===== config.mk =====
export PLATFORM = sky130hd
export DESIGN_NAME = cache_control
export DESIGN_NICKNAME = d
export VERILOG_FILES = /design/src/cache_ctrl_pkg.sv /design/src/cache_geom_pkg.sv /design/src/cache_control.sv
export SDC_FILE = /design/constraint.sdc
export NUM_CORES = 1
export LEC_CHECK = 0
export BUFFER_PORTS_ARGS = -buffer_cell sky130_fd_sc_hd__buf_2
export CORE_AREA = 10 10 135 137
export DETAILED_ROUTE_END_ITERATION = 16
export DIE_AREA = 0 0 145 147
export GPL_TIMING_DRIVEN = 1
export PLACE_DENSITY_LB_ADDON = 0.25
export SYNTH_ARGS = -nofsm -noshare
export SYNTH_HDL_FRONTEND = slang
export SYNTH_SLANG_ARGS = --single-unit

===== constraint.sdc =====
create_clock -name clk -period 2.8 [get_ports clk]
set_input_delay 0.56 -clock clk [delete_from_list [all_inputs] [get_ports clk]]
set_output_delay 0.56 -clock clk [all_outputs]
set_load 0.05 [all_outputs]

===== src/cache_ctrl_pkg.sv =====
package cache_ctrl_pkg;

    // cache controller FSM
    typedef enum logic [2:0] {
        IDLE,
        LOOKUP,
        EVICT,
        FILL,
        RESPOND
    } ctrl_state_t;

    // current owner of the memory APB bus
    typedef enum logic [1:0] {
        OWN_NONE,
        OWN_FILL,
        OWN_DRAIN
    } mem_owner_t;

    // eviction write buffer entries
    localparam int EWB_DEPTH = 2;

endpackage


===== src/cache_geom_pkg.sv =====
package cache_geom_pkg;

    // byte address, and one 32-bit word per line
    localparam int ADDR_W   = 32;
    localparam int DATA_W   = 32;

    // 4-way associativity
    localparam int NUM_WAYS = 4;
    localparam int WAY_W    = 2;

    // 16 sets, index sits right above the byte offset
    localparam int NUM_SETS = 16;
    localparam int SET_W    = 4;
    localparam int OFFSET_W = 2;

    // address split is tag | set | offset
    localparam int TAG_W    = ADDR_W - SET_W - OFFSET_W;

    // tree pseudo-LRU, one root bit and two leaf bits
    localparam int PLRU_W   = 3;

endpackage

===== src/cache_control.sv =====
module cache_control (
    input  logic                              clk,
    input  logic                              rst,
    input  logic                              psel,
    input  logic                              penable,
    input  logic                              pwrite,
    input  logic [cache_geom_pkg::ADDR_W-1:0] paddr,
    input  logic [cache_geom_pkg::DATA_W-1:0] pwdata,
    input  logic                              hit,
    input  logic [cache_geom_pkg::WAY_W-1:0]  hit_way,
    input  logic [cache_geom_pkg::DATA_W-1:0] rdata,
    input  logic [cache_geom_pkg::WAY_W-1:0]  victim_way,
    input  logic                              victim_dirty,
    input  logic [cache_geom_pkg::TAG_W-1:0]  victim_tag,
    input  logic                              ewb_hit,
    input  logic [cache_geom_pkg::DATA_W-1:0] ewb_rdata,
    input  logic                              ewb_full,
    input  logic                              fill_done,
    input  logic [cache_geom_pkg::DATA_W-1:0] fill_rdata,
    output logic [cache_geom_pkg::DATA_W-1:0] prdata,
    output logic                              pready,
    output logic [cache_geom_pkg::ADDR_W-1:0] lookup_addr,
    output logic                              fill_req,
    output logic [cache_geom_pkg::ADDR_W-1:0] fill_addr,
    output logic                              fill_load,
    output logic [cache_geom_pkg::WAY_W-1:0]  fill_way,
    output logic                              write_load,
    output logic                              inval_load,
    output logic                              plru_touch,
    output logic [cache_geom_pkg::WAY_W-1:0]  touch_way,
    output logic                              evict_push,
    output logic [cache_geom_pkg::ADDR_W-1:0] evict_addr,
    output logic [cache_geom_pkg::DATA_W-1:0] evict_data,
    output logic                              merge_write
);

    import cache_geom_pkg::*;
    import cache_ctrl_pkg::*;

    ctrl_state_t      state;
    ctrl_state_t      next_state;
    logic [WAY_W-1:0] alloc_way;
    logic             in_lookup;
    logic             do_evict;

    // APB holds paddr for the whole transfer
    assign lookup_addr = paddr;
    assign in_lookup   = (state == LOOKUP);
    assign pready      = (state == RESPOND);

    // a hit touches the tree and writes in place
    assign plru_touch  = in_lookup && hit;
    assign touch_way   = hit_way;
    assign write_load  = in_lookup && hit && pwrite;
    // line sits in the buffer instead
    assign merge_write = in_lookup && !hit && ewb_hit && pwrite;

    // victim leaves for the buffer once there is room
    assign do_evict   = (state == EVICT) && !ewb_full;
    assign evict_push = do_evict;
    assign inval_load = do_evict;
    assign evict_addr = {victim_tag, paddr[OFFSET_W +: SET_W], {OFFSET_W{1'b0}}};
    assign evict_data = rdata;

    // word-aligned fill into the way chosen at lookup
    assign fill_req  = (state == FILL);
    assign fill_addr = {paddr[ADDR_W-1:OFFSET_W], {OFFSET_W{1'b0}}};
    assign fill_load = fill_req && fill_done;
    assign fill_way  = alloc_way;

    always_comb
    begin
        next_state = state;
        case (state)
            IDLE:
                if (psel && penable)
                    next_state = LOOKUP;
            LOOKUP:
                if (hit || ewb_hit)
                    next_state = RESPOND;
                else if (victim_dirty)
                    next_state = EVICT;
                else
                    next_state = FILL;
            EVICT:
                if (!ewb_full)
                    next_state = FILL;
            // look up again after the fill so a write miss then writes as a hit
            FILL:
                if (fill_done)
                    next_state = LOOKUP;
            default:
                next_state = IDLE;
        endcase
    end

    always_ff @(posedge clk)
    begin
        if (rst)
            state <= IDLE;
        else
            state <= next_state;
    end

    // writes echo pwdata as the response word
    always_ff @(posedge clk)
    begin
        if (in_lookup)
        begin
            alloc_way <= victim_way;
            if (pwrite)
                prdata <= pwdata;
            else if (hit)
                prdata <= rdata;
            else if (ewb_hit)
                prdata <= ewb_rdata;
        end
    end

endmodule


==> impl_results.md <==
* Maximum vdd ir drop at around 190 uV
* DIE HEIGHT at about 150 um
* Worst Tran Pin Value at 0.8254 ns
* Post_cts resized at 0
* Int Power at between 0.001 and 0.0015 W
* Most used DFF post-synth: edfxtp_1
* Setup Fix Bufs, Post-CTS at 0
* Synth cell types at 24
* Worst-Skew Late Latency at ~0.28 ns
* Synth area leader: edfxtp_1
* WP data arrival at 1.60 ns
* Final antenna-violating net count at 0
* Sw frac at 0.3223
* Setup TNS Final at 0 ns
* TritonCTS Buffers at 5
* Tmin final at ~2.2 ns
* Share of total power in the clock network at 0.356
* Worst hold slack at ~0.46 ns
* Number of flops mapped to enable cells by yosys at 34
* Most common cell in the netlist: buf_4
* Rows at 46
* #FFs+latches synth at 37
* # setup viols final at 0
* Final nets at 550
* Area delta synth->final at 11.02%
* Iter 0 DRT Violations at 54
* Starting Density at 0.1841
* Placeable core area at roughly 16000 um^2
* Ant diodes at 0
* Gr usage total at 0.1004
* GP Congestion at approximately 0.68
* Wire per inst at 20.48 um
* Worst EP required at between 2 and 2.5 ns
* Max FO, Critical Path at 7
* DRC at 0
* Outcome: finished, final reports clean
* Hold Vio Cnt, Final at 0
* Vias in the first global route at 2196
* TritonRoute pass-1 iters at 4
* R2r setup slk at ~0.84 ns
* Share of the synthesized area in the top cell type at 0.3556
* Die area at about 21000 um^2
* Longest Clk Path Bufs at 2
* Part of the power in registers at 0.373
* Commonest cells in the netlist: buf_4, edfxtp_1, nand2_1
* Share of layout cells above drive strength 1 at 0.5442
* CP startpoint kind: flop
* Clk_skew at about 0.0038 ns
* CP Class: flop to output port
* Drt total wl at roughly 12000 um
* CTS clk-pin slew, worst paths at roughly 0.06 ns
* Root buffer cell: clkbuf_16
* Switching pwr at ~0.00057 W
* Synth Area per Inst at 9.604 um^2
* CTS sink cnt at 37
* Hpwl dp at about 10000 um
* GRT overflow at 0
* HP Class: primary input to flop
* Post-Synthesis Cells at 299
* Post-Synthesis Cell Area at about 2900 um^2
* RSZ-0062 raised after global routing: false
* Headroom to the max-slew limit at 0.4497
* # port buffers at ~180
* CP Capture Type: output port
* Largest net degree at the start of global routing at 63
* Power Density at ~560 nW/um^2
* Sequential element share of the synthesized area at 0.3765
* First-pass GRT wire length at 16080 um
* Boundary pin count at approximately 370
* H-tree Lvls at 2
* Comb pwr share at 0.272
* Largest cells by area after synthesis: edfxtp_1, buf_4, mux2i_1
* Fin crit share at 0.7706
* Pleak at around 1.5 nW
* Initial antenna violation count at 0
* Max Freq at 0.4635 GHz
* CTS tree: done
* Max-Cap Viols at 0
* Vias/cell at between 3 and 4
* Vias at slightly above 2k
* Post-synth ARST share at 0
* Post-cts hold buffer count at 0
* Chip width at 145 um
* Final Max Tran Viols at 0
* Yosys warning total at 0
## placed cells by master (no fill, tap or decap), types with 2 or more instances in the layout
master,synthesis,final
buf_4,132,2
nor2_1,4,4
nor3_1,3,3
clkbuf_16,0,5
nand2_1,33,33
mux2i_1,32,32
buf_2,5,181
o21ai_1,32,32
edfxtp_1,34,34
dfxtp_1,3,3
a21oi_1,3,3
conb_1,1,4
nand2b_1,2,2
## sequential cells by signal, summed over array words and instances (netlist names)
| name | cells |
|---|---|
| prdata | 32 |
| state | 3 |
| fill_way | 2 |
## power by group through the flow
stage	logic (W)	clock network (W)	registers, W
floorplan	0.000617	0	0.000780
global placement	0.000489	0	0.000673
detailed placement	0.000491	0	0.000674
CTS	0.000492	0.000654	0.000662
global route	0.000519	0.000673	0.000666
finish	0.000483	0.000632	0.000662
## cell families after synthesis
group           count (synthesis)  share of synthesized area
mux                            32                     0.1115
buf+inv                       143                     0.3669
simple gates                   49                    0.07582
other cells                     1                   0.001306
flops                          37                     0.3765
compound gates                 37                    0.06797
## path summary, 6_finish.rpt
kind	startpoint	end	cells after the start
worst max-delay path	state[0]	merge_write	4
worst min-delay path	victim_way[0]	fill_way[0]	1
worst max register to register	state[0]	prdata[19]	3
worst min register to register	state[2]	state[1]	1
## final cells by class
type / count / area (um^2)
fillers: 1738 / 12410
flip-flops and latches: 37 / 1081
repair buffers: 183 / 920.9
multi-input cells: 122 / 749.5
well taps: 216 / 270.3
clock buffers: 6 / 128.9
clock inverters: 2 / 33.78
inverters: 1 / 3.754
## stage by stage
| stage | util | instances | worst slack [ns] | area (um^2) | total power (W) |
|---|---|---|---|---|---|
| finish | 0.2044 | 567 | 0.6423 | 3188 | 0.001778 |
| global route | 0.2044 | 567 | 0.5304 | 3188 | 0.001858 |
| global placement | 0.1940 | 559 | 0.6291 | 3025 | 0.001163 |
| CTS | 0.2044 | 567 | 0.6267 | 3188 | 0.001808 |
| floorplan | - | 302 | 0.1786 | 2883 | 0.001397 |
| detailed placement | 0.1940 | 559 | 0.6034 | 3025 | 0.001165 |
## per-layer routing
metal	wire length, um	track usage
met5	0	0
met2	5973	0.1825
met3	1847	0.07310
met4	340	0.04137
met1	3449	0.08028
## worst max-delay path: stages, from the launching register on
cell and delay (ns):
dfxtp_1 0.44, nand2b_1 0.15, nor2_2 0.23, and4b_1 0.23
buf_2 0.27
(Power assumes the default switching activity.)
