[config.mk]
export PLATFORM = sky130hd
export DESIGN_NAME = eviction_buffer
export DESIGN_NICKNAME = d
export VERILOG_FILES = /design/src/cache_ctrl_pkg.sv /design/src/cache_geom_pkg.sv /design/src/eviction_buffer.sv
export SDC_FILE = /design/constraint.sdc
export NUM_CORES = 1
export LEC_CHECK = 0
export ABC_AREA = 1
export BUFFER_PORTS_ARGS = -buffer_cell sky130_fd_sc_hd__buf_2
export CORE_ASPECT_RATIO = 0.9
export CORE_UTILIZATION = 55
export CTS_CLUSTER_DIAMETER = 150
export DETAILED_ROUTE_END_ITERATION = 12
export HOLD_SLACK_MARGIN = 0.02
export PLACE_DENSITY = 0.82
export SLEW_MARGIN = 20
export SYNTH_ARGS = -nofsm -noshare
export SYNTH_HDL_FRONTEND = slang
export SYNTH_SLANG_ARGS = --single-unit
export TNS_END_PERCENT = 5
[constraint.sdc]
create_clock -name clk -period 6.3 [get_ports clk]
set_input_delay 0.63 -clock clk [delete_from_list [all_inputs] [get_ports clk]]
set_output_delay 0.63 -clock clk [all_outputs]
set_load 0.005 [all_outputs]
[src/cache_ctrl_pkg.sv]
package cache_ctrl_pkg;

    // cache controller FSM
    typedef enum logic [2:0] {
        IDLE,
        LOOKUP,
        EVICT,
        FILL,
        RESPOND
    } ctrl_state_t;

    // current owner of the memory APB bus
    typedef enum logic [1:0] {
        OWN_NONE,
        OWN_FILL,
        OWN_DRAIN
    } mem_owner_t;

    // eviction write buffer entries
    localparam int EWB_DEPTH = 2;

endpackage

[src/cache_geom_pkg.sv]
package cache_geom_pkg;

    // byte address, and one 32-bit word per line
    localparam int ADDR_W   = 32;
    localparam int DATA_W   = 32;

    // 4-way associativity
    localparam int NUM_WAYS = 4;
    localparam int WAY_W    = 2;

    // 16 sets, index sits right above the byte offset
    localparam int NUM_SETS = 16;
    localparam int SET_W    = 4;
    localparam int OFFSET_W = 2;

    // address split is tag | set | offset
    localparam int TAG_W    = ADDR_W - SET_W - OFFSET_W;

    // tree pseudo-LRU, one root bit and two leaf bits
    localparam int PLRU_W   = 3;

endpackage
[src/eviction_buffer.sv]
module eviction_buffer (
    input  logic                              clk,
    input  logic                              rst,
    input  logic                              evict_push,
    input  logic [cache_geom_pkg::ADDR_W-1:0] evict_addr,
    input  logic [cache_geom_pkg::DATA_W-1:0] evict_data,
    input  logic [cache_geom_pkg::ADDR_W-1:0] lookup_addr,
    input  logic                              merge_write,
    input  logic [cache_geom_pkg::DATA_W-1:0] merge_data,
    input  logic                              drain_done,
    output logic                              ewb_full,
    output logic                              ewb_hit,
    output logic [cache_geom_pkg::DATA_W-1:0] ewb_rdata,
    output logic                              drain_req,
    output logic [cache_geom_pkg::ADDR_W-1:0] drain_addr,
    output logic [cache_geom_pkg::DATA_W-1:0] drain_wdata
);

    import cache_geom_pkg::*;
    import cache_ctrl_pkg::*;

    logic [ADDR_W-1:0]            ent_addr [EWB_DEPTH];
    logic [DATA_W-1:0]            ent_data [EWB_DEPTH];
    logic [EWB_DEPTH-1:0]         ent_valid;
    logic [EWB_DEPTH-1:0]         match;
    logic [$clog2(EWB_DEPTH)-1:0] head;
    logic [$clog2(EWB_DEPTH)-1:0] tail;
    logic [$clog2(EWB_DEPTH)-1:0] hit_idx;
    logic                         head_stale;
    logic                         merge_head;
    logic                         pop;

    // word address match, at most one entry holds a given line
    always_comb
    begin
        hit_idx = '0;
        for (int i = 0; i < EWB_DEPTH; i++)
        begin
            match[i] = ent_valid[i] &&
                       (ent_addr[i][ADDR_W-1:OFFSET_W] == lookup_addr[ADDR_W-1:OFFSET_W]);
            if (match[i])
                hit_idx = i[$bits(hit_idx)-1:0];
        end
    end

    assign ewb_hit   = |match;
    assign ewb_rdata = ent_data[hit_idx];
    assign ewb_full  = &ent_valid;

    // head entry drains whenever it is valid
    assign drain_req   = ent_valid[head];
    assign drain_addr  = ent_addr[head];
    assign drain_wdata = ent_data[head];

    // memory may have taken the old head word, so a merged head drains again
    assign merge_head = merge_write && match[head];
    assign pop        = drain_done && !head_stale && !merge_head;

    always_ff @(posedge clk)
    begin
        if (rst)
        begin
            ent_valid  <= '0;
            head       <= '0;
            tail       <= '0;
            head_stale <= 1'b0;
        end
        else
        begin
            if (evict_push)
            begin
                ent_valid[tail] <= 1'b1;
                tail            <= (tail == EWB_DEPTH - 1) ? '0 : tail + 1'b1;
            end
            if (pop)
            begin
                ent_valid[head] <= 1'b0;
                head            <= (head == EWB_DEPTH - 1) ? '0 : head + 1'b1;
            end
            if (drain_done)
                head_stale <= 1'b0;
            else if (merge_head)
                head_stale <= 1'b1;
        end
    end

    // entry payload, a write hit replaces the word in place
    always_ff @(posedge clk)
    begin
        if (evict_push)
        begin
            ent_addr[tail] <= evict_addr;
            ent_data[tail] <= evict_data;
        end
        if (merge_write && ewb_hit)
            ent_data[hit_idx] <= merge_data;
    end

endmodule

==> impl_metrics.env <==
export IMPL_dr_pass1_iters=5
export IMPL_netlist_top_cell_by_area="edfxtp_1"
export IMPL_ant_nets=0
export IMPL_die_area_um2=14000
export IMPL_antenna_found_initial=1
export IMPL_clockPowerShare_pct=40.9
export IMPL_tightest_slew_ps=1020
export IMPL_yosys_warnings=0
export IMPL_synth_cell_types=30
export IMPL_grt_pass1_vias=5533
export IMPL_num_vias=5739
export IMPL_clk_path_buf_depth=2
export IMPL_ir_worst_vdd_mv=0.356
export IMPL_die_h_um=112
export IMPL_setup_worst_path_class="register to output pin"
export IMPL_leakage_nw=4.43
export IMPL_status="finished, final reports clean"
export IMPL_drt_iter0_markers=336
export IMPL_multi_input_area_um2=2820
export IMPL_grt_use_total_pct=24.9
export IMPL_cap_violations=0
export IMPL_p_sw_uw=539
export IMPL_rsz0062_at_grt="false"
export IMPL_hold_viol=0
export IMPL_hpwl_um=12000
export IMPL_setup_viol=0
export IMPL_synthTopCellsByArea="edfxtp_1, nand2_1, mux2_2"
export IMPL_fmax_mhz=310
export IMPL_required_ps=5670
export IMPL_finalNetCount=1099
export IMPL_ys_seq_area_share_pct=53.5
export IMPL_synth_top_area_share_pct=51.8
export IMPL_place_gp_congestion=0.854
export IMPL_drive_gt1_share_pct=40.3
export IMPL_cp_max_fo=36
export IMPL_report_final_slew_viol_count=0
export IMPL_synth_seq_cells=134
export IMPL_internal_power_mw=1.79
export IMPL_drt_wl_total_um=16800
export IMPL_ys_async_sr_fraction_pct=0
export IMPL_portBuffers=229
export IMPL_syn2layout_area_growth_pct=24.2
export IMPL_insertion_delay_ps=420
export IMPL_worstHoldPathType="input pin to register"
export IMPL_finalCritPeriodShare_pct=51.3
export IMPL_min_from="evict_addr[0]"
export IMPL_viasPerCell=5.02
export IMPL_crit_arrival_ps=2600
export IMPL_pwr_share_seq_pct=46.0
export IMPL_grt_max_degree=92
export IMPL_cts_tree="yes"
export IMPL_slew_headroom_pct=31.8
export IMPL_numCtsBuffers=17
export IMPL_fin_skew_ps=11.0
export IMPL_htreeDepth=4
export IMPL_final_seq_area_um2=3970
export IMPL_avgSynthCellArea_um2=10.0
export IMPL_tns_ps=0
export IMPL_startpoint="ent_addr[1][26]"
export IMPL_startpoint_type="register"
export IMPL_synth_fp_nets=873
export IMPL_grt_remaining_overflow=0
export IMPL_core_area_um2=12900
export IMPL_synthesis_area_um2=7420
export IMPL_die_w_um=124
export IMPL_synthFlopType="edfxtp_1"
export IMPL_combPwrFrac_pct=13.1
export IMPL_clk_pin_slew_worst_paths_ps=50
export IMPL_grt_pass1_wl_um=26800
export IMPL_postCtsSetupRepairBufs=0
export IMPL_route_detailed_drc=0
export IMPL_clock_sinks=134
export IMPL_fillerInstances=909
export IMPL_fin_util_pct=71.2
export IMPL_cts_root_buf="clkbuf_16"
export IMPL_cts_resized=0
export IMPL_wl_per_cell_um=14.7
export IMPL_holdBufCountCts=0
export IMPL_fin_hold_ws_ps=400
export IMPL_instances_no_fill=1143
export IMPL_swShare_pct=23.1
export IMPL_dp_cells=1110
export IMPL_start_util_pct=57.3
export IMPL_end_kind="output pin"
export IMPL_synthCells=740
export IMPL_r2r_start="ent_addr[1][26]"
export IMPL_period_needed_ps=3230
export IMPL_p_per_area_nw_per_um2=253
export IMPL_synth_edff_count=128
export IMPL_ios=232
export IMPL_rows=39
kinds of logic after synthesis:
logic type | Yosys count | share of synthesized area (%)
simple gates | 271 | 15.2
mux | 68 | 11.7
flops | 134 | 53.5
compound gates | 99 | 8.12
xor+xnor | 21 | 2.48
buf+inv | 147 | 9.03
power groups by stage:
stage                     combinational [mW]  clock (mW)  sequential [mW]
after floorplan                        0.177           0             1.07
after global placement                 0.295           0             1.09
after detailed placement               0.302           0             1.09
after CTS                              0.305       0.966             1.07
after global routing                   0.338        1.00             1.08
final                                  0.306       0.953             1.07
worst max-delay path, stage by stage (launching register included):
cell,delay (ps)
edfxtp_1,400
xnor2_1,340
nand2_1,90
nor2_1,110
nand2_1,70
nor2_2,190
nand2_4,400
mux2_4,450
buf_2,130
path summary, 6_finish.rpt:
| kind | cells past startpoint | endpoint | slack [ps] |
|---|---|---|---|
| worst min-delay path | 1 | ent_addr[1][0] | 400 |
| worst max register to register | 10 | ent_data[0][1] | 3210 |
| worst max-delay path | 8 | ewb_rdata[10] | 3070 |
| worst min register to register | 2 | head_stale | 450 |
cell type report:
| class | count | share of cell area (%) |
|---|---|---|
| multi-input combinational | 459 | 30.6 |
| sequential | 134 | 43.1 |
| timing repair buffer | 234 | 13.1 |
| inverter | 120 | 4.89 |
| clock buffer | 17 | 4.62 |
| tap | 164 | 2.23 |
| clock inverter | 14 | 1.53 |
| antenna | 1 | 0.0272 |
cell usage after synthesis (6+ instances only):
master    count
dfxtp_1       6
buf_2         6
nor2_1       33
nand4_1       7
nand2_2      26
a21oi_1      10
xnor2_1      19
o21ai_2      27
o21ai_0      22
clkbuf_1     11
nand2_1     194
edfxtp_1    128
inv_1       114
o21ai_1      38
mux2_4       27
mux2_2       41
cell usage in the layout (no fill, tap or decap), types with 2 or more instances in the layout:
| cell type | synthesis | final |
|---|---|---|
| inv_2 | 5 | 5 |
| nand2_1 | 194 | 194 |
| clkbuf_16 | 0 | 17 |
| buf_2 | 6 | 229 |
| nand3_1 | 5 | 4 |
| nand4_1 | 7 | 7 |
| a21oi_1 | 10 | 10 |
| mux2_4 | 27 | 27 |
| clkinv_1 | 1 | 6 |
| nor3_1 | 2 | 2 |
| o21ai_2 | 27 | 27 |
| dfxtp_1 | 6 | 5 |
| o21ai_1 | 38 | 37 |
| o21ai_0 | 22 | 22 |
| nor2_2 | 2 | 2 |
| nand2_2 | 26 | 26 |
| nor2_1 | 33 | 32 |
| buf_4 | 1 | 4 |
| clkinv_2 | 0 | 5 |
| bufinv_16 | 0 | 3 |
| xor2_1 | 2 | 2 |
| mux2_2 | 41 | 41 |
| inv_1 | 114 | 114 |
| edfxtp_1 | 128 | 128 |
| xnor2_1 | 19 | 19 |
per-stage QoR:
step                      setup WS, ps  cell area [um2]  power, mW
after floorplan                   3300             7420       1.24
after global placement            2930             8610       1.38
after detailed placement          2950             8610       1.39
after CTS                         3070             9180       2.34
after global routing              2930             9210       2.42
final                             3070             9210       2.33
registers in the layout, summed over array words and instances, names as in the netlist, named ones only:
signal / count
ent_addr: 64
ent_data: 64
ent_valid: 2
head: 1
head_stale: 1
tail: 1
layer usage:
metal  GRT usage, %  vias up  routed length, um
met5              0        -                  0
met4           12.3        0                527
met3           6.05       39               1090
met2           41.0      225               8140
met1           30.8     2596               7070
li1               -     2879                  -
Note: power is estimated with default switching activity, not from simulation.
