File: config.mk
export PLATFORM = sky130hd
export DESIGN_NAME = cache_ways
export DESIGN_NICKNAME = d
export VERILOG_FILES = /design/src/cache_geom_pkg.sv /design/src/cache_ways.sv
export SDC_FILE = /design/constraint.sdc
export NUM_CORES = 2
export LEC_CHECK = 0
export BUFFER_PORTS_ARGS = -buffer_cell sky130_fd_sc_hd__buf_2
export CORE_ASPECT_RATIO = 1.2
export CORE_MARGIN = 2
export CORE_UTILIZATION = 57
export CTS_CLUSTER_DIAMETER = 80
export DETAILED_ROUTE_END_ITERATION = 10
export PLACE_DENSITY = 0.74
export SLEW_MARGIN = 20
export SYNTH_ARGS = -nofsm -noshare
export SYNTH_HDL_FRONTEND = slang
export SYNTH_SLANG_ARGS = --single-unit
export TNS_END_PERCENT = 1
File: constraint.sdc
create_clock -name clk -period 6.2 [get_ports clk]
set_input_delay 0.62 -clock clk [delete_from_list [all_inputs] [get_ports clk]]
set_output_delay 0.62 -clock clk [all_outputs]
set_load 0.05 [all_outputs]
File: src/cache_geom_pkg.sv
package cache_geom_pkg;

    // byte address, and one 32-bit word per line
    localparam int ADDR_W   = 32;
    localparam int DATA_W   = 32;

    // 4-way associativity
    localparam int NUM_WAYS = 4;
    localparam int WAY_W    = 2;

    // 16 sets, index sits right above the byte offset
    localparam int NUM_SETS = 16;
    localparam int SET_W    = 4;
    localparam int OFFSET_W = 2;

    // address split is tag | set | offset
    localparam int TAG_W    = ADDR_W - SET_W - OFFSET_W;

    // tree pseudo-LRU, one root bit and two leaf bits
    localparam int PLRU_W   = 3;

endpackage
File: src/cache_ways.sv
module cache_ways (
    input  logic                                clk,
    input  logic                                rst,
    input  logic [cache_geom_pkg::ADDR_W-1:0]   lookup_addr,
    input  logic                                fill_load,
    input  logic [cache_geom_pkg::WAY_W-1:0]    fill_way,
    input  logic [cache_geom_pkg::DATA_W-1:0]   fill_data,
    input  logic                                write_load,
    input  logic [cache_geom_pkg::DATA_W-1:0]   write_data,
    input  logic                                inval_load,
    input  logic [cache_geom_pkg::WAY_W-1:0]    inval_way,
    input  logic [cache_geom_pkg::WAY_W-1:0]    victim_way,
    output logic                                hit,
    output logic [cache_geom_pkg::WAY_W-1:0]    hit_way,
    output logic [cache_geom_pkg::DATA_W-1:0]   rdata,
    output logic [cache_geom_pkg::NUM_WAYS-1:0] valid_vec,
    output logic                                victim_dirty,
    output logic [cache_geom_pkg::TAG_W-1:0]    victim_tag
);

    import cache_geom_pkg::*;

    logic [TAG_W-1:0]    tag_arr  [NUM_WAYS][NUM_SETS];
    logic [DATA_W-1:0]   data_arr [NUM_WAYS][NUM_SETS];
    logic [NUM_SETS-1:0] valid_arr [NUM_WAYS];
    logic [NUM_SETS-1:0] dirty_arr [NUM_WAYS];

    logic [SET_W-1:0]    set_idx;
    logic [TAG_W-1:0]    tag;
    logic [NUM_WAYS-1:0] way_hit;
    logic [WAY_W-1:0]    sel_way;

    assign set_idx = lookup_addr[OFFSET_W +: SET_W];
    assign tag     = lookup_addr[ADDR_W-1 -: TAG_W];

    // tag compare in all four ways at once
    always_comb
    begin
        hit_way = '0;
        for (int w = 0; w < NUM_WAYS; w++)
        begin
            valid_vec[w] = valid_arr[w][set_idx];
            way_hit[w]   = valid_arr[w][set_idx] && (tag_arr[w][set_idx] == tag);
            if (way_hit[w])
                hit_way = WAY_W'(w);
        end
    end

    assign hit = |way_hit;

    // on a miss the read port shows the victim word, used for eviction
    assign sel_way      = hit ? hit_way : victim_way;
    assign rdata        = data_arr[sel_way][set_idx];
    assign victim_dirty = valid_arr[victim_way][set_idx] && dirty_arr[victim_way][set_idx];
    assign victim_tag   = tag_arr[victim_way][set_idx];

    // tag and data payload
    always_ff @(posedge clk)
    begin
        if (fill_load)
        begin
            tag_arr[fill_way][set_idx]  <= tag;
            data_arr[fill_way][set_idx] <= fill_data;
        end
        else if (write_load)
            data_arr[hit_way][set_idx] <= write_data;
    end

    // line state bits
    always_ff @(posedge clk)
    begin
        if (rst)
        begin
            for (int w = 0; w < NUM_WAYS; w++)
            begin
                valid_arr[w] <= '0;
                dirty_arr[w] <= '0;
            end
        end
        else
        begin
            if (inval_load)
                valid_arr[inval_way][set_idx] <= 1'b0;
            // fresh fill is clean, a write hit marks the line dirty
            if (fill_load)
            begin
                valid_arr[fill_way][set_idx] <= 1'b1;
                dirty_arr[fill_way][set_idx] <= 1'b0;
            end
            else if (write_load)
                dirty_arr[hit_way][set_idx] <= 1'b1;
        end
    end

endmodule

==> impl_metrics.env <==
export IMPL_dp_hpwl_um=394000
export IMPL_nets=10600
export IMPL_numCtsBuffers=371
export IMPL_fin_util_pct=67.9
export IMPL_synth_flop_cell="edfxtp_1"
export IMPL_synth_cells=9321
export IMPL_clk_pin_slew_worst_paths_ns=0.06
export IMPL_cts_sinks=3840
export IMPL_grt_usage_pct=40.8
export IMPL_grt_most_used_layer="met2"
export IMPL_grt_start_max_net_pins=80
export IMPL_syn_avg_cell_area_um2=17.8
export IMPL_worst_slack_ns=-0.599
export IMPL_most_common_layout_cells="3776 x edfxtp_1, 1316 x mux2i_1, 965 x buf_4"
export IMPL_synth_nets=9428
export IMPL_ios=173
export IMPL_start_util_pct=57.4
export IMPL_gr_usage_met1_pct=46.5
export IMPL_die_w_um=496
export IMPL_area_growth_synth_to_final_pct=18.4
export IMPL_use_met3_pct=11.3
export IMPL_fp_row_count=216
export IMPL_routedWlPerCell_um=41.4
export IMPL_final_area_mm2=0.196
export IMPL_setup_viol_count_final=32
export IMPL_yosysWarnings=0
export IMPL_grt_pass1_wl_um=824000
export IMPL_cts_root_buf="clkbuf_16"
export IMPL_synth_edff_count=3776
export IMPL_fin_skew_ns=0.0667
export IMPL_relSlewSlack_pct=14.9
export IMPL_setup_tns_ns=-15.12
export IMPL_clk_latency_ns=0.95
export IMPL_worstMarginPinSlew_ns=1.28
export IMPL_holdPathStages=1
export IMPL_worstRegToRegCells=18
export IMPL_core_mm2=0.289
export IMPL_end_kind="output port"
export IMPL_drive_above_1_share_pct=29.5
export IMPL_drc=0
export IMPL_clockBufferDepth=4
export IMPL_crit_fanout=16
export IMPL_hold_class="in2reg"
export IMPL_crit_chain="mux4_2 > mux4_2 > xnor2_2 > buf_4 > or3b_4 > nor4b_4 > nand3_2 > a311oi_4 > buf_12 > buf_8 > buf_12 > buf_12 > buf_8 > mux2i_1 > a221oi_2 > a21oi_2 > nand4_1 > o21a_1 > buf_12"
export IMPL_first_iter_violations=16617
export IMPL_io_buffers=170
export IMPL_cts_tree="built"
export IMPL_crit_required_ns=5.58
export IMPL_final_hold_viol_count=0
export IMPL_firstDrtPassIters=9
export IMPL_cp_top_family="multiplexers"
export IMPL_crit_top_cell="buf_12"
export IMPL_grt_util_met2_pct=63.4
export IMPL_crit_type="reg2out"
export IMPL_drv_slew=0
export IMPL_dpl_instance_area_mm2=0.182
export IMPL_holdPathEnd="tag_arr[2][126]$_DFFE_PP_"
export IMPL_die_y_um=594
export IMPL_irDropWorstVdd_uv=332
export IMPL_rr_endpoint="data_arr[1][32]$_DFFE_PP_"
export IMPL_synth_seq_cells=3840
export IMPL_ant_nets=0
export IMPL_drt_wl_total_um=605000
export IMPL_max_freq_ghz=0.147
export IMPL_via_per_inst=7.21
export IMPL_p_per_area_mw_per_mm2=295
export IMPL_synth_seq_area_share_pct=69.3
export IMPL_vias=105412
export IMPL_netlist_area_mm2=0.166
export IMPL_grt_pass1_vias=103740
export IMPL_hp_start="lookup_addr[28]"
export IMPL_postSynth_asyncResetShare_pct=0
export IMPL_min_period_ns=6.80
export IMPL_violations="setup timing"
export IMPL_dieArea_mm2=0.295
export IMPL_ys_types=84
export IMPL_globalplace_congestion=1.06
export IMPL_grt_overflow_total=0
export IMPL_arrival_ns=6.18
export IMPL_final_common_cell="edfxtp_1"
export IMPL_worstSetupStartpointType="flip-flop"
export IMPL_cpPeakStageDelay_ns=0.54
export IMPL_htreeDepth=5
export IMPL_p_leak_nw=67.1
export IMPL_status="finished, violations left"
export IMPL_cap_violations=0
export IMPL_fin_crit_sh_pct=110
export IMPL_antenna_found_initial=49
export IMPL_crit_buf_inv=7
export IMPL_rsz0062_at_grt="yes"
export IMPL_critPathSlowestCell="mux4_2"
export IMPL_rrSetupSlack_ns=0.87
export IMPL_reg2reg_from="tag_arr[2][222]$_DFFE_PP_"
==> state kept, by name, indices dropped and copies added (netlist names) <==
name       flops
valid_arr     64
data_arr    2048
tag_arr     1664
dirty_arr     64
==> timing repair <==
item                       CTS  global route
gates resized for setup    126            50
setup buffers               17             6
setup endpoints to repair   32            32
hold buffers                 0             0
cloned                      10             3
pin swaps                   35            27
==> synthesized netlist by cell type (all sizes together), types with 17 or more instances <==
cell / count / area share [%]
a21oi: 339 / 1.0
a221oi: 89 / 0.48
a22oi: 463 / 2.1
buf: 305 / 1.3
clkbuf: 345 / 0.79
dfxtp: 64 / 0.77
edfxtp: 3776 / 68
inv: 82 / 0.19
mux2: 52 / 0.35
mux2i: 1329 / 8.0
mux4: 818 / 11
nand2: 498 / 1.1
nand2b: 19 / 0.072
nand3: 221 / 0.67
nand4: 118 / 0.45
nor2: 184 / 0.42
nor2b: 17 / 0.064
nor3: 29 / 0.088
nor4: 18 / 0.077
o21a: 38 / 0.17
o21ai: 152 / 0.46
o22ai: 27 / 0.10
xnor2: 113 / 0.60
xor2: 30 / 0.16
==> cell families after synthesis <==
| logic type | Yosys count | share of synthesized area [%] |
|---|---|---|
| AO/OA/AOI/OAI | 1235 | 4.97 |
| AND/OR/NAND/NOR | 1166 | 3.24 |
| flip-flops | 3840 | 69.3 |
| XOR/XNOR | 143 | 0.756 |
| multiplexers | 2199 | 19.5 |
| buffers and inverters | 738 | 2.26 |
==> layout make-up <==
cell class,count,area [µm²]
antenna,28,70.1
fill,18377,92600
clock inverter,226,2560
clock buffer,440,9780
sequential,3840,115000
multi-input combinational,4743,48600
tap,3815,4770
inverter,88,377
timing repair buffer,1449,15300
==> power by group <==
group,total [mW],switching (mW),internal (mW)
logic,5.56,3.47,2.09
registers,29.0,0.0926,28.9
clock network,23.4,9.91,13.5
total,57.9,13.5,44.5
==> worst reg2reg max path: stages (launching register included) <==
cell and delay, ns:
edfxtp_1 0.40, mux4_2 0.54, and3_1 0.22, nor4_1 0.47, nand3_2 0.26, o21ai_0 0.17, buf_4 0.18, or4b_4 0.14
nor4_2 0.04, buf_4 0.16, buf_4 0.14, buf_4 0.15, nor2_1 0.55, nand2_1 0.16, o21a_1 0.20, or3_2 0.46
buf_12 0.21, nor2_4 0.23, buf_12 0.27
==> routing by layer <==
layer  wire (µm)  vias up
li1            -    40612
met1      184000    53177
met2      281000     8928
met3       72700     2669
met4       66800       26
met5         181        -
==> worst max-delay path by stage <==
stage                                         start                         end  slack (ns)  cells after the start
after floorplan                      lookup_addr[3]  data_arr[1][288]$_DFFE_PP_       -0.41                     17
after global placement               lookup_addr[2]                    rdata[6]       -1.26                     19
after detailed placement             lookup_addr[2]                    rdata[6]       -1.29                     19
after CTS                 tag_arr[0][141]$_DFFE_PP_                   rdata[25]       -0.51                     19
after global routing      tag_arr[0][193]$_DFFE_PP_                   rdata[29]       -0.63                     19
final                     tag_arr[0][401]$_DFFE_PP_                   rdata[29]       -0.60                     19
==> metrics by stage <==
step	worst slack (ns)	std cells	hold slack (ns)	total power, mW
global placement	-1.26	13901	0.471	34.7
finish	-0.599	14629	0.0717	57.9
CTS	-0.513	14594	0.0603	57.7
global route	-0.631	14608	0.0308	59.0
floorplan	-0.413	9321	0.461	32.2
detailed placement	-1.29	13901	0.482	34.8
No activity file was read; power rests on OpenSTA's default activity.
