==> config.mk <==
export PLATFORM = sky130hd
export DESIGN_NAME = plru_tree
export DESIGN_NICKNAME = d
export VERILOG_FILES = /design/src/cache_geom_pkg.sv /design/src/plru_tree.sv
export SDC_FILE = /design/constraint.sdc
export NUM_CORES = 1
export LEC_CHECK = 0
export BUFFER_PORTS_ARGS = -buffer_cell sky130_fd_sc_hd__buf_2
export CAP_MARGIN = 5
export CELL_PAD_IN_SITES_DETAIL_PLACEMENT = 0
export CELL_PAD_IN_SITES_GLOBAL_PLACEMENT = 1
export CORE_AREA = 2 2 80 82
export DETAILED_ROUTE_END_ITERATION = 10
export DIE_AREA = 0 0 82 84
export PLACE_DENSITY = 0.68
export SETUP_SLACK_MARGIN = 0.02
export SLEW_MARGIN = 20
export SYNTH_ARGS = -nofsm -noshare
export SYNTH_HDL_FRONTEND = slang
export SYNTH_SLANG_ARGS = --single-unit
==> constraint.sdc <==
create_clock -name clk -period 3.13 [get_ports clk]
set_input_delay 0.313 -clock clk [delete_from_list [all_inputs] [get_ports clk]]
set_output_delay 0.313 -clock clk [all_outputs]
set_load 0.03 [all_outputs]
==> src/cache_geom_pkg.sv <==
package cache_geom_pkg;

    // byte address, and one 32-bit word per line
    localparam int ADDR_W   = 32;
    localparam int DATA_W   = 32;

    // 4-way associativity
    localparam int NUM_WAYS = 4;
    localparam int WAY_W    = 2;

    // 16 sets, index sits right above the byte offset
    localparam int NUM_SETS = 16;
    localparam int SET_W    = 4;
    localparam int OFFSET_W = 2;

    // address split is tag | set | offset
    localparam int TAG_W    = ADDR_W - SET_W - OFFSET_W;

    // tree pseudo-LRU, one root bit and two leaf bits
    localparam int PLRU_W   = 3;

endpackage
==> src/plru_tree.sv <==
module plru_tree (
    input  logic                                clk,
    input  logic                                rst,
    input  logic [cache_geom_pkg::SET_W-1:0]    set_idx,
    input  logic                                plru_touch,
    input  logic [cache_geom_pkg::WAY_W-1:0]    touch_way,
    input  logic [cache_geom_pkg::NUM_WAYS-1:0] valid_vec,
    output logic [cache_geom_pkg::WAY_W-1:0]    victim_way
);

    import cache_geom_pkg::*;

    // bit 2 picks the half, bit 1 the pair {0,1}, bit 0 the pair {2,3}
    logic [PLRU_W-1:0] tree [NUM_SETS];
    logic [PLRU_W-1:0] cur;

    assign cur = tree[set_idx];

    // empty ways are used up before the tree is consulted
    always_comb
    begin
        if (!valid_vec[0])
            victim_way = 2'd0;
        else if (!valid_vec[1])
            victim_way = 2'd1;
        else if (!valid_vec[2])
            victim_way = 2'd2;
        else if (!valid_vec[3])
            victim_way = 2'd3;
        // root low, so the victim is in ways 2/3
        else if (!cur[2])
            victim_way = cur[0] ? 2'd2 : 2'd3;
        else
            victim_way = cur[1] ? 2'd0 : 2'd1;
    end

    // point root and leaf away from the way just used
    always_ff @(posedge clk)
    begin
        if (rst)
        begin
            for (int s = 0; s < NUM_SETS; s++)
                tree[s] <= '0;
        end
        else if (plru_touch)
        begin
            case (touch_way)
                2'd0:    tree[set_idx] <= {1'b0, 1'b0, cur[0]};
                2'd1:    tree[set_idx] <= {1'b0, 1'b1, cur[0]};
                2'd2:    tree[set_idx] <= {1'b1, cur[1], 1'b0};
                default: tree[set_idx] <= {1'b1, cur[1], 1'b1};
            endcase
        end
    end

endmodule

==> flow_summary.toml, run 1 <==
[status]
outcome = "complete, no violations"

[critical_path]
end_kind = "output port"
worstReg2RegStart = "tree[10][0]"
cp_data_required_time_ps = 2820
crit_fanout = 16
crit_type = "in -> out"
startpoint_type = "input pin"
startpoint = "set_idx[0]"
r2r-end = "tree[1][0]"
reg2reg_depth = 5
endpoint = "victim_way[0]"
critPathArrivalTime_ps = 2260
r2r_slack_ps = 1000

[clocking]
clkTransAtPathRegs_ps = 80
cts_root_buffer = "clkbuf_8"
cts_resized = 0
clkLatencyLatePin_ps = 300
ctsHtreeMaxLevel = 2
cts_sinks = 48
cts_made_buffers = 5
post_cts_buffers = 0
cts_hold_buf = 0
cts_buffer_depth = 2
cts_tree = "done"

[layout]
postLayoutCoreUtil_pct = 41.97
nets = 209
regMostFlops = "tree"
fin_area_sq_mm = 0.002559
largest_reg_flops = 48
largestRegisters = "tree: 48 flops"
final_layout_size_suffix_gt1_share_pct = 11.17
layout_commonest_cell = "nor2_1"
n_fill_cell = 553
syn_to_final_growth_pct = 8.144
layout_common_cells = "nor2_1 (50), edfxtp_1 (48), nand2_1 (25)"
antenna_cells = 0

[global_route]
antenna_found_initial = 0
grt_pass1_vias = 1441
grt_max_degree = 19
track_usage_pct = 15.56
overflow = 0
grt_pass1_wl_microns = 7645

[hold_path]
hp-class = "in -> reg"

[power]
ir_drop_mv = 0.1765
power_w = 0.001213
p_switching_w = 0.0002764
p_sw_share_pct = 22.78
p_per_area_mw_per_mm2 = 474.2
leakagePower_nw = 0.9242
combPwrFrac_pct = 10.0
p_int_w = 0.0009369
pwr-share-seq_pct = 61.4
clock_power_share_pct = 28.6

[detailed_routing]
viasPerCell = 5.456
vias = 1495
ant_nets = 0
drt-initial-drc-count = 88
wl_microns = 4946
drc = 0
wire_per_inst_microns = 18.05
dr.pass1.iters = 4

[timing]
period_minus_slack_ps = 2577
maxSlewViolCount = 0
setup_violations = 0
worst_clock_skew_ps = 4.424
rsz0062_at_grt = "no"
finalCritPeriodShare_pct = 82.33
max_freq_mhz = 388.0
hold_viol_final = 0
fin_setup_tns_ps = 0
tightestPinTransition_ps = 660.0
max_slew_margin_pct = 55.06

[placed_design]
port_buffers = 14
dpl_cell_area_sq_mm = 0.002479
globalplace.congestion = 0.7710
post-dp-hpwl_microns = 3496

[die]
core_area_sq_mm = 0.006096
die_area_sq_mm = 0.006888
top_level_ports = 15
die_w_microns = 82
start_util_pct = 38.81
die_y_microns = 84
rows = 29

[synth]
avgSynthCellArea_sq_um = 12.86
synth_seq_cells = 48
yosys_warnings = 0
synthCells = 184
synth_top_cell_area_share_pct = 60.92
syn-num-nets = 197
synth_area_sq_mm = 0.002366
synth_cell_type_count = 25
synth_seq_area_share_pct = 60.92
synth.largest_area_cell = "edfxtp_1"
synthTopCellsByArea = "edfxtp_1 (61%), mux4_1 (13%), nor2_1 (7.9%)"

[run]
cap_violations = 0
==> stage by stage <==
step	worst slack (ps)	std cells	hold slack, ps
after floorplan	557.9	184	562.2
final	552.9	274	540.6
after CTS	567.2	274	537.9
after global routing	429.1	274	549.2
after global placement	594.4	266	838.4
after detailed placement	577.3	266	847.4
==> cells in the mapped netlist (all sizes together) <==
master and count:
and3 1, a22oi 4, inv 1, nor2 50, mux2i 1, nand4 1
mux4 12, mux2 1, nand2b 17, a41oi 1, nand2 25, a31oi 2
buf 4, nor2b 4, o21ai 2, clkbuf 6, and2 1, nor3b 1
nor3 1, clkinv 1, edfxtp 48
==> worst min-delay path by stage <==
stage | startpoint | endpoint | cells past startpoint
6_report | touch_way[0] | tree[14][0] | 3
4_1_cts | touch_way[0] | tree[12][0] | 3
3_5_place_dp | touch_way[0] | tree[14][0] | 3
5_1_grt | touch_way[0] | tree[15][0] | 3
3_3_place_gp | touch_way[0] | tree[13][0] | 3
2_1_floorplan | touch_way[0] | tree[0][0] | 2
==> kinds of logic (layout without fill, tap and decap cells) <==
logic type	count (synthesis)	in the layout	synth area share (%)
flip-flops	48	48	60.92
buffers and inverters	12	25	2.908
AO/OA/AOI/OAI	9	9	2.591
AND/OR/NAND/NOR	101	101	18.83
multiplexers	14	14	14.75
==> routing by layer <==
| metal | up-vias | global-route usage (%) | wire length (microns) | part of all wire [%] |
|---|---|---|---|---|
| li1 | 690 | - | - | - |
| met1 | 745 | 20.06 | 2141 | 43 |
| met2 | 53 | 25.42 | 2498 | 51 |
| met3 | 7 | 2.597 | 214 | 4.3 |
| met4 | 0 | 6.818 | 92 | 1.9 |
| met5 | - | 0 | 0 | 0 |
==> power by group through the flow <==
| stage | sequential [W] | combinational, W | clock, W |
|---|---|---|---|
| floorplan | 0.000751 | 0.0000922 | 0 |
| global placement | 0.000760 | 0.000119 | 0 |
| detailed placement | 0.000760 | 0.000122 | 0 |
| CTS | 0.000745 | 0.000122 | 0.000349 |
| global route | 0.000747 | 0.000133 | 0.000373 |
| finish | 0.000745 | 0.000122 | 0.000347 |
==> area by class of cell <==
class                           instances  area [sq um]  area share (%)
Clock inverter                          1         3.754          0.1467
Clock buffer                            7         76.32           2.983
Inverter                                2         7.507          0.2934
Sequential cell                        48          1441           56.33
Tap cell                               77         96.34           3.765
Timing Repair Buffer                   15         77.57           3.032
Multi-Input combinational cell        124         855.8           33.45
==> worst max-delay path, cell delays in order <==
cell	delay [ps]
buf_2	330
mux4_1	610
a22oi_1	200
nand2_1	110
mux2_1	320
a31oi_1	160
buf_2	210
(Power assumes the default switching activity.)
==> run 2: changes to the inputs <==
clock period = 2.55 ns   (was 3.13 ns; I/O delays follow)
==> run 2 against run 1 <==
  * Sequential power up 23%
  * Via count up 1.0%
  * Non-clock buffer count up 3
  * Design area up 2.5%
  * Utilization up 1.0 points
  * Routed wire length down 1.1%
  * Die area unchanged
  * Clock-buffer cell count down 2
  * Critical path depth down 1
  * Setup slack worse by 400 ps
  * Global-route usage down 0.65 points
==> flow_summary.toml, run 2 (synthesized netlist as in run 1, its figures left out) <==
[clocking]
cts_buffer_depth = 2
clkTransAtPathRegs_ps = 80
clkLatencyLatePin_ps = 290
cts_tree = "done"
cts_sinks = 48
cts_root_buffer = "clkbuf_8"
ctsHtreeMaxLevel = 2
cts_made_buffers = 5

[placed_design]
port_buffers = 14
post-dp-hpwl_microns = 3473
post-place-ws_ps = 64.63
dp_cells = 268
globalplace.congestion = 0.7668

[power]
ir_drop_mv = 0.2157
p_per_area_mw_per_mm2 = 610.3
leakagePower_nw = 0.9505

[timing]
fin_setup_tns_ps = 0
max_slew_margin_pct = 48.79
rsz0062_at_grt = "no"
max_freq_mhz = 417.5
worst_slack_ps = 154.7
maxSlewViolCount = 0
setup_violations = 0
finalCritPeriodShare_pct = 93.93
period_minus_slack_ps = 2395
worst_clock_skew_ps = 5.396
tightestPinTransition_ps = 766.5
hold_viol_final = 0

[layout]
syn_to_final_growth_pct = 10.84
final_layout_size_suffix_gt1_share_pct = 14.50
largestRegisters = "tree: 48 flops"
largest_reg_flops = 48
regMostFlops = "tree"
n_fill_cell = 553
nets = 212
fin_cells = 277
layout_commonest_cell = "nor2_1"
antenna_cells = 0
layout_common_cells = "nor2_1 (50), edfxtp_1 (48), nand2_1 (25)"

[critical_path]
startpoint_type = "flip-flop"
crit_chain = "mux4_2 -> a22oi_1 -> nand2_1 -> mux2_1 -> a31oi_1 -> buf_4"
cp_data_required_time_ps = 2300
critPathArrivalTime_ps = 2140
worstReg2RegStart = "tree[1][0]"
cpPeakStageDelay_ps = 480
cp_num_buf_inv = 1
r2r_slack_ps = 570
end_kind = "output port"
r2r-end = "tree[7][0]"
crit_fanout = 2
crit_type = "reg -> out"
crit_slowest_cell = "mux4_2"
reg2reg_depth = 7
path_delay_family = "multiplexers"

[die]
die_w_microns = 82
top_level_ports = 15
rows = 29
die_y_microns = 84
core_area_sq_mm = 0.006096
die_area_sq_mm = 0.006888
start_util_pct = 38.81

[status]
outcome = "complete, no violations"

[global_route]
grt_pass1_wl_microns = 7452
overflow = 0
track_usage_pct = 14.90
antenna_found_initial = 0
grt_pass1_vias = 1408
grt_max_degree = 19

[hold_path]
hp-start = "touch_way[0]"
hp-class = "in -> reg"
min_path_cells = 4
hold_path_end = "tree[2][0]"

[detailed_routing]
ant_nets = 0
drt-initial-drc-count = 167
wire_per_inst_microns = 17.66
vias = 1510
wl_microns = 4893
drc = 0
dr.pass1.iters = 4
viasPerCell = 5.451

[run]
cap_violations = 0
==> run 2: changes by cell type in the layout (fill, tap and decap cells not counted), moves of 2 or more <==
cell      delta
buf_4        +3
buf_2        -2
clkbuf_1     -2
mux4_1       -2
mux4_2       +2
==> run 2: worst reg2reg max path, stage by stage (launching register included) <==
cell and delay [ps]:
edfxtp_1 380, mux4_1 520, a22oi_1 200, nand2_1 100
buf_4 150, mux2i_4 150, buf_12 170, nor2_1 60
==> run 2: per-stage QoR <==
| step | power (W) | instance area, sq um | utilization, % | hold slack (ps) |
|---|---|---|---|---|
| floorplan | 0.001035 | 2366 | - | 504.2 |
| global placement | 0.001089 | 2506 | 41.11 | 787.4 |
| detailed placement | 0.001091 | 2506 | 41.11 | 787.3 |
| CTS | 0.001599 | 2613 | 42.86 | 486.4 |
| global route | 0.001656 | 2623 | 43.02 | 489.0 |
| finish | 0.001601 | 2623 | 43.02 | 489.2 |
==> run 2: what timing repair did <==
| item | CTS | global route |
|---|---|---|
| endpoints found under the setup margin | 0 | 1 |
| setup buffers | 0 | 1 |
| resized for setup | 0 | 6 |
| hold buffers | 0 | 0 |
| hold endpoints to repair | 0 | 0 |
==> run 2: worst max-delay path by stage <==
stage	startpoint	end	depth (start not counted)
floorplan	set_idx[1]	victim_way[0]	7
global route	tree[2][2]	victim_way[0]	6
detailed placement	set_idx[0]	victim_way[0]	7
global placement	set_idx[0]	victim_way[0]	7
CTS	set_idx[0]	victim_way[0]	7
finish	tree[2][2]	victim_way[0]	6
==> run 2: per-layer routing <==
layer / global-route usage [%] / wire, microns / vias up
li1: - / - / 695
met1: 19.42 / 2012 / 751
met2: 24.24 / 2509 / 57
met3: 2.597 / 291 / 7
met4: 6.212 / 80 / 0
met5: 0 / 0 / -
==> run 2: power by group <==
group,switching [W],internal [W]
Sequential,0.0000131,0.000901
Combinational,0.0000952,0.0000712
Clock,0.000235,0.000285
==> run 2: cell type report <==
cell class                      instances  area, sq um  area share (%)
Sequential cell                        48         1441           54.96
Inverter                                2        7.507          0.2863
Multi-Input combinational cell        124        853.3           32.54
Timing Repair Buffer                   18        117.6           4.485
Tap cell                               77        96.34           3.674
Clock inverter                          3        37.54           1.431
Clock buffer                            5        68.82           2.624
